==> config.mk <==
export PLATFORM = sky130hd
export DESIGN_NAME = l2_cache_control
export DESIGN_NICKNAME = d
export VERILOG_FILES = /design/src/hdl/l2_cache_control.sv
export SDC_FILE = /design/constraint.sdc
export NUM_CORES = 1
export LEC_CHECK = 0
export ABC_AREA = 1
export ABC_CLOCK_PERIOD_IN_PS = 1200
export BUFFER_PORTS_ARGS = -buffer_cell sky130_fd_sc_hd__buf_4
export CAP_MARGIN = 15
export CORE_AREA = 3 3 40 42
export CTS_CLUSTER_DIAMETER = 100
export DETAILED_ROUTE_END_ITERATION = 8
export DIE_AREA = 0 0 43 45
export GPL_ROUTABILITY_DRIVEN = 0
export GPL_TIMING_DRIVEN = 0
export RECOVER_POWER = 25
export SLEW_MARGIN = 15
export SYNTH_ARGS = -nofsm -noshare
export SYNTH_HDL_FRONTEND = slang
export SYNTH_SLANG_ARGS = --single-unit
==> constraint.sdc <==
create_clock -name clk -period 1.2 [get_ports clk]
set_input_delay 0.24 -clock clk [delete_from_list [all_inputs] [get_ports clk]]
set_output_delay 0.24 -clock clk [all_outputs]
set_load 0.03 [all_outputs]
==> src/hdl/l2_cache_control.sv <==
`timescale 1ns/1ps
`default_nettype none

module l2_cache_control
(
	input  logic clk,
	input  logic arst_n,
	input  logic mem_read,
	input  logic mem_write,
	input  logic hit,
	input  logic victim_dirty,
	input  logic pmem_resp,
	output logic mem_resp,
	output logic data_write,
	output logic dirty_write,
	output logic dirty_in,
	output logic fill,
	output logic lru_write,
	output logic wb_sel,
	output logic pmem_read,
	output logic pmem_write
);

localparam logic [1:0] check = 2'd0;
localparam logic [1:0] write_back = 2'd1;
localparam logic [1:0] allocate = 2'd2;

logic [1:0] state;
logic [1:0] state_next;

// ----------------------------------------------------------------------
// State register
// ----------------------------------------------------------------------
always_ff @(posedge clk or negedge arst_n)
begin
	if (!arst_n)
		state <= check;
	else
		state <= state_next;
end

// ----------------------------------------------------------------------
// Outputs and next state
// ----------------------------------------------------------------------
always_comb
begin
	state_next = state;
	mem_resp = 1'b0;
	data_write = 1'b0;
	dirty_write = 1'b0;
	dirty_in = 1'b0;
	fill = 1'b0;
	lru_write = 1'b0;
	wb_sel = 1'b0;
	pmem_read = 1'b0;
	pmem_write = 1'b0;

	case (state)
		check:
		begin
			if (mem_read || mem_write)
			begin
				if (hit)
				begin
					mem_resp = 1'b1;  // Hit answers in the same cycle
					lru_write = 1'b1;
					if (mem_write)
					begin
						data_write = 1'b1;
						dirty_write = 1'b1;
						dirty_in = 1'b1;
					end
				end
				else if (victim_dirty)
					state_next = write_back;
				else
					state_next = allocate;
			end
		end

		write_back:
		begin
			pmem_write = 1'b1;
			wb_sel = 1'b1;
			if (pmem_resp)
				state_next = allocate;
		end

		allocate:
		begin
			pmem_read = 1'b1;
			if (pmem_resp)
			begin
				fill = 1'b1;  // Line is written at this edge, request then hits in check
				state_next = check;
			end
		end

		default: state_next = check;
	endcase
end

endmodule: l2_cache_control

`default_nettype wire

# ---- Word-level counts from Yosys, hierarchy flattened
# Index checks and enable logic that the tools add are counted.
dict set report word_totals {
  register_bits 2
  word_cells 27
}
dict set report classes {
  n_eq_ne 6
  mux 17
  n_reduce_logical 3
}
# op n
set op_table {}
lappend op_table {{two-way mux 1 bit} 11}
lappend op_table {{two-way mux 2 bit} 5}
lappend op_table {{!= test 2 bit (second input constant)} 4}
lappend op_table {{one-hot mux 2 bit (3 select lines)} 1}
lappend op_table {{AND reduction 4 bit} 1}
lappend op_table {{equality test 2 x 1 -> 1 bit (second input constant)} 1}
lappend op_table {{equality test 2 bit (second input constant)} 1}
lappend op_table {{zero test 2 bit} 1}
lappend op_table {{logical OR 1 bit} 1}

# ---- Longest topological paths before layout
# Gate-level depths: netlist of run 1.
dict set report depth {
  ltp_word 4
  depth_mapped 6
  mapped_depth_nobuf 6
}

# ---- Worst setup path after synthesis of run 1
# Ideal clock, no wire load.
dict set report synth_path {
  path_kind {flip-flop to output port}
  startpoint {reg state[1]}
  endpoint {out dirty_in}
  arrival_time_ns 1.318
  required_time_ns 0.960
  setup_slack_ns -0.358
  stages_incl_launch_ff 5
  path_cell_list {dfrtp_1 > nor2_1 > inv_1 > nor2_1 > buf_4}
}
dict set report synth_between {
  elab_chain_cells 2
}
# item line_no
set synth_lines {}
lappend synth_lines {{start, declared} 28} ;# logic [1:0] state;
lappend synth_lines {{start signal, assigned} 37} ;# state <= check;
lappend synth_lines {{start signal, assigned} 39} ;# state <= state_next;
lappend synth_lines {{zero test 2 bit} --}
lappend synth_lines {{two-way mux 1 bit} --}
lappend synth_lines {{end, declared} 16} ;# output logic dirty_in,
# No other way between the ends.

# ---- Final worst setup path of run 1
dict set report layout_path {
  startpoint {reg state[1]}
  endpoint {out dirty_in}
}
dict set report layout_between {
  elab_chain_cells 2
}
# item line_no
set layout_lines {}
lappend layout_lines {{zero test 2 bit} 58} ;# case (state)
lappend layout_lines {{two-way mux 1 bit} 58}
# No other way between the ends.

==> results.ini, run 1 <==
[timing]
slew_violations = 0
min_period_ps = 1410
fin_crit_sh_pct = 118
fin_skew_ps = 0.254
hold_violations = 0
finalSetupViolCount = 11
fmax_ghz = 0.708
finalWorstSetupSlack_ps = -213
rsz0062_at_grt = true
holdWs_ps = 331
worst_pin_slew_ps = 267
max_slew_margin_pct = 82.0

[worst_setup_path]
path_cells = nor2_4 > inv_2 > nor2_4 > buf_6 > buf_6
rr_endpoint = state[1]
critPathLaunchType = flop
worst-path-stages = 5
crit_type = reg -> out
crit_fanout = 3
max_stage_delay_ps = 410
rrSetupSlack_ps = -20
worst-endpoint-arrival_ps = 1170
cp_num_buf_inv = 3
critPathCaptureType = output port
worstPathRequired_ps = 960
r2r_cells = 8
reg2reg_from = state[1]
cp_slowest_cell = dfrtp_1
critPathTopFamily = flip-flops

[place]
placed_cells = 63
portBuffers = 15
dp_hpwl_um = 386

[yosys]
syn_nets = 40
yosys.area_share.simple_pct = 37.6
yosys.area_share.xor_xnor_pct = 0
synth_compound_area_share_pct = 5.37
synthCells = 33
synth_fa_ha_area_share_pct = 0
synth_top_flop_cell = dfrtp_1
synth_top_family_by_area = simple AND/OR/NAND/NOR gates
avgSynthCellArea_sq_um = 5.65
synth.distinct_cells = 8
synth_edf_count = 0
yosys.area.top_type = dfrtp_1
synth-seq-cells = 2
synth_top_area_share_pct = 26.8
synth_warnings = 0
async_flop_share_pct = 100
synthTopCellsByArea = dfrtp_1 27%, nand2_1 20%, buf_4 16%, inv_1 14%, nor2_1 12%
seq_area_frac_synth_pct = 26.8
synthTopCellsByCount = 10 x nand2_1, 7 x inv_1, 6 x nor2_1
synth_most_common_cell = nand2_1
synth_area_sq_um = 186
synthMuxAreaShare_pct = 0

[floorplanning]
coreArea_sq_um = 1280
rows = 13
die_width_um = 43
ios = 16
start_util_pct = 14.5
fp.dieH_um = 45
die_area_sq_um = 1940

[min_path]
hold_path_class = in -> async

[final_layout]
layout-drive-gt1-share_pct = 62.5
syn2layout_area_growth_pct = 148
top_register = state
stdcell_count = 71
fillCellCount = 143
largest_registers = state: 2 flops
largest_reg_flops = 2
diodes = 0
num-nets-final = 65

[drt]
vias = 264
drcViolationCount = 0
drtIter0Drc = 6
first_pass_iters = 2
wl_per_cell_um = 8.86
routed_wl_um = 629
antenna_left = 0
vias_per_cell = 3.72

[grt]
track_usage_pct = 7.08
antenna_found_initial = 0
top_usage_layer = met2
use_met2_pct = 11.7
met3_usage_pct = 3.98
grt_start_max_net_pins = 5
grt_pass1_vias = 254
use_met1_pct = 6.51
grt-ovfl-total = 0
grt_pass1_wl_um = 952

[clock_tree]
cts_tree = yes
h-tree-depth = 1
clock_latency_ps = 220
numCtsBuffers = 3
cts_root_buf = clkbuf_4
clkSinkCount = 2
clockBufferDepth = 2
clk_pin_slew_ps = 30

[power_and_ir_drop]
peakVddDrop_mv = 1.25
leakage_nw = 0.254
power_density_nw_per_um2 = 2570

[job]
maxCapViolations = 0

[run_status]
outcome = finished with violations
violations = setup timing

## cell type report
| class | instances | area, sq um | share of cell area (%) |
|---|---|---|---|
| flip-flops and latches | 2 | 50.0 | 10.8 |
| clock buffers | 3 | 22.5 | 4.88 |
| well taps | 15 | 18.8 | 4.07 |
| plain buffers | 4 | 41.3 | 8.94 |
| inverters | 7 | 26.3 | 5.69 |
| repair buffers | 20 | 183 | 39.6 |
| multi-input cells | 20 | 120 | 26.0 |
## what timing repair did
action | in CTS | in global routing
gates resized for setup | 11 | 8
pin swaps | 3 | 0
endpoints found under the setup margin | 9 | 9
cloned | 0 | 0
endpoints found under the hold margin | 2 | 0
setup buffers | 2 | 2
hold buffers | 1 | 0
## cells by family after synthesis
kind of cell / Yosys count
AND/OR/NAND/NOR: 18
buffers and inverters: 11
flip-flops: 2
AO/OA/AOI/OAI: 2
## per-stage QoR
stage | setup TNS (ps) | instance area (sq um) | worst slack, ps | power [mW] | util, %
after floorplan | -98.7 | 215 | -45.4 | 0.591 | -
after global placement | -82.1 | 347 | -41.2 | 0.778 | 27.0
after detailed placement | -84.1 | 347 | -42.2 | 0.781 | 27.0
after CTS | -1410 | 427 | -225 | 1.08 | 33.2
after global routing | -2140 | 462 | -289 | 1.28 | 35.9
final | -1440 | 462 | -213 | 1.19 | 35.9
## worst max-delay path by stage
stage | start | slack [ps] | to
after floorplan | state[0] | -50 | dirty_in
after global placement | state[0] | -40 | dirty_in
after detailed placement | state[0] | -40 | dirty_write
after CTS | state[1] | -230 | dirty_write
after global routing | state[0] | -290 | dirty_in
final | state[1] | -210 | dirty_in
## cells in the final DEF, fill, tap and decap left out
cell type,count
inv_2,4
nor2_4,4
nand3_1,2
nand2_2,1
nor2_1,2
o21ai_0,1
nand2_4,1
dlygate4sd3_1,1
dfrtp_1,2
clkbuf_1,1
clkbuf_4,3
nand2_1,8
inv_1,3
buf_4,10
buf_6,12
a21oi_1,1
## power by group
part	internal, mW	switching (mW)	total [mW]
Combinational	0.420	0.482	0.902
Clock	0.110	0.0369	0.147
Sequential	0.0990	0.0406	0.140
Total	0.629	0.559	1.19
## per-layer routing
layer  up-vias  wire, um  part of all wire (%)
met5         -         0                     0
met4         0         0                     0
met3         0        64                    10
met2        14       341                    54
met1       111       224                    36
li1        139         -                     -
No activity file was read; power rests on OpenSTA's default activity.
==> inputs of run 2 (changes only) <==
--- a/config.mk
+++ b/config.mk
@@ -14,7 +14,6 @@
 export DETAILED_ROUTE_END_ITERATION = 8
 export DIE_AREA = 0 0 43 45
 export GPL_ROUTABILITY_DRIVEN = 0
-export GPL_TIMING_DRIVEN = 0
 export RECOVER_POWER = 25
 export SLEW_MARGIN = 15
 export SYNTH_ARGS = -nofsm -noshare
==> results.ini, run 2 (synthesis gave the netlist of run 1 again) <==
[run_status]
outcome = finished with violations
violations = setup timing

[final_layout]
largest_reg_flops = 2
stdcell_area_sq_um = 379
final_cell_mix = 9 x nand2_1, 8 x buf_6, 7 x buf_4
layout-drive-gt1-share_pct = 51.0
diodes = 0
postLayoutCoreUtil_pct = 29.5
top_register = state
stdcell_count = 64
num-nets-final = 58
syn2layout_area_growth_pct = 103
largest_registers = state: 2 flops
fillCellCount = 152
final_common_cell = nand2_1

[timing]
finalSetupViolCount = 9
fin_skew_ps = 0.832
worst_pin_slew_ps = 246
finalWorstSetupSlack_ps = -159
fin_crit_sh_pct = 113
hold_violations = 0
max_slew_margin_pct = 83.4
slew_violations = 0
setup_tns_ps = -981
fmax_ghz = 0.736
rsz0062_at_grt = true
holdWs_ps = 306
min_period_ps = 1360

[power_and_ir_drop]
swShare_pct = 49.4
power_frac_comb_pct = 71.1
p_total_mw = 0.991
seq_power_share_pct = 14.2
pwr-share-clk_pct = 14.8
p_sw_mw = 0.490
p_int_mw = 0.501
peakVddDrop_mv = 1.08
leakage_nw = 0.211
power_density_nw_per_um2 = 2610

[clock_tree]
clock_latency_ps = 220
clk_pin_slew_ps = 30
numCtsBuffers = 3
clkSinkCount = 2
clockBufferDepth = 2
cts_root_buf = clkbuf_4
cts_tree = yes
h-tree-depth = 1

[job]
maxCapViolations = 0

[floorplanning]
rows = 13
coreArea_sq_um = 1280
ios = 16
start_util_pct = 14.5
fp.dieH_um = 45
die_width_um = 43
die_area_sq_um = 1940

[grt]
grt_start_max_net_pins = 5
antenna_found_initial = 0
grt_pass1_vias = 211
grt-ovfl-total = 0
track_usage_pct = 5.33
grt_pass1_wl_um = 724

[drt]
wl_per_cell_um = 7.19
wl_met2_um = 222
vias_per_cell = 3.80
wl_met3_um = 54
routed_wl_um = 460
highest_layer = met3
drcViolationCount = 0
first_pass_iters = 2
route.layer.met1.wl_um = 183
vias = 243
antenna_left = 0
drtIter0Drc = 1

[worst_setup_path]
cp_num_buf_inv = 2
crit_type = reg -> out
cp_slowest_cell = dfrtp_1
worst-endpoint-arrival_ps = 1120
critPathTopFamily = flip-flops
critPathLaunchType = flop
worstPathRequired_ps = 960
critPathCaptureType = output port
max_stage_delay_ps = 420
path_cells = nor2_4 > inv_2 > nor2_4 > buf_6
crit_path_frequent_cell = nor2_4
crit_fanout = 4

[place]
dp_hpwl_um = 362
place_area_sq_um = 305
placed_cells = 59
portBuffers = 15
dp_worst_setup_slack_ps = 58.9

[min_path]
hold_path_class = in -> reg

## run 2: cell types whose count changed in the layout (fill, tap and decap cells not counted), sizes merged
cell  delta
buf      -7
## run 2: worst paths after layout
check	slack, ps	to	from	depth (start not counted)
setup / recovery	-160	dirty_write	state[1]	4
hold / removal	310	state[1]	pmem_resp	4
min in group asynchronous	330	state[0]	arst_n	2
hold reg to reg	650	state[1]	state[1]	3
max in group asynchronous	750	state[1]	arst_n	2
setup reg to reg	140	state[0]	state[1]	6
## run 2: area by class of cell
cell class | instances | area (sq um) | area share [%]
Clock buffer | 3 | 22.5 | 5.94
Inverter | 7 | 26.3 | 6.93
Multi-Input combinational cell | 20 | 105 | 27.7
Sequential cell | 2 | 50.0 | 13.2
Tap cell | 15 | 18.8 | 4.95
Timing Repair Buffer | 17 | 156 | 41.3
## run 2: timing repair
item	CTS	global route
hold buffers	1	0
gates cloned	0	0
resized for setup	9	4
pin swaps	1	1
setup endpoints to repair	9	9
buffers inserted	1	0
hold endpoints to repair	2	0
## run 2: worst register-to-register path: stages (launching register included)
cell and delay (ps):
dfrtp_1 420, nor2_4 150, inv_2 60, buf_4 120, nor2_1 90, nand3_1 80
nand2_1 80
## run 2: per-layer routing
metal / global-route usage [%] / vias up
met5: 0 / -
met4: 5.42 / 0
met3: 2.39 / 0
met2: 8.08 / 10
met1: 5.30 / 107
li1: - / 126
## run 2: power by group through the flow
| stage | Combinational, mW | Sequential (mW) | Clock, mW |
|---|---|---|---|
| final | 0.704 | 0.140 | 0.146 |
| after global routing | 0.758 | 0.146 | 0.162 |
| after CTS | 0.681 | 0.129 | 0.159 |
| after detailed placement | 0.583 | 0.130 | 0 |
| after global placement | 0.583 | 0.128 | 0 |
| after floorplan | 0.466 | 0.125 | 0 |
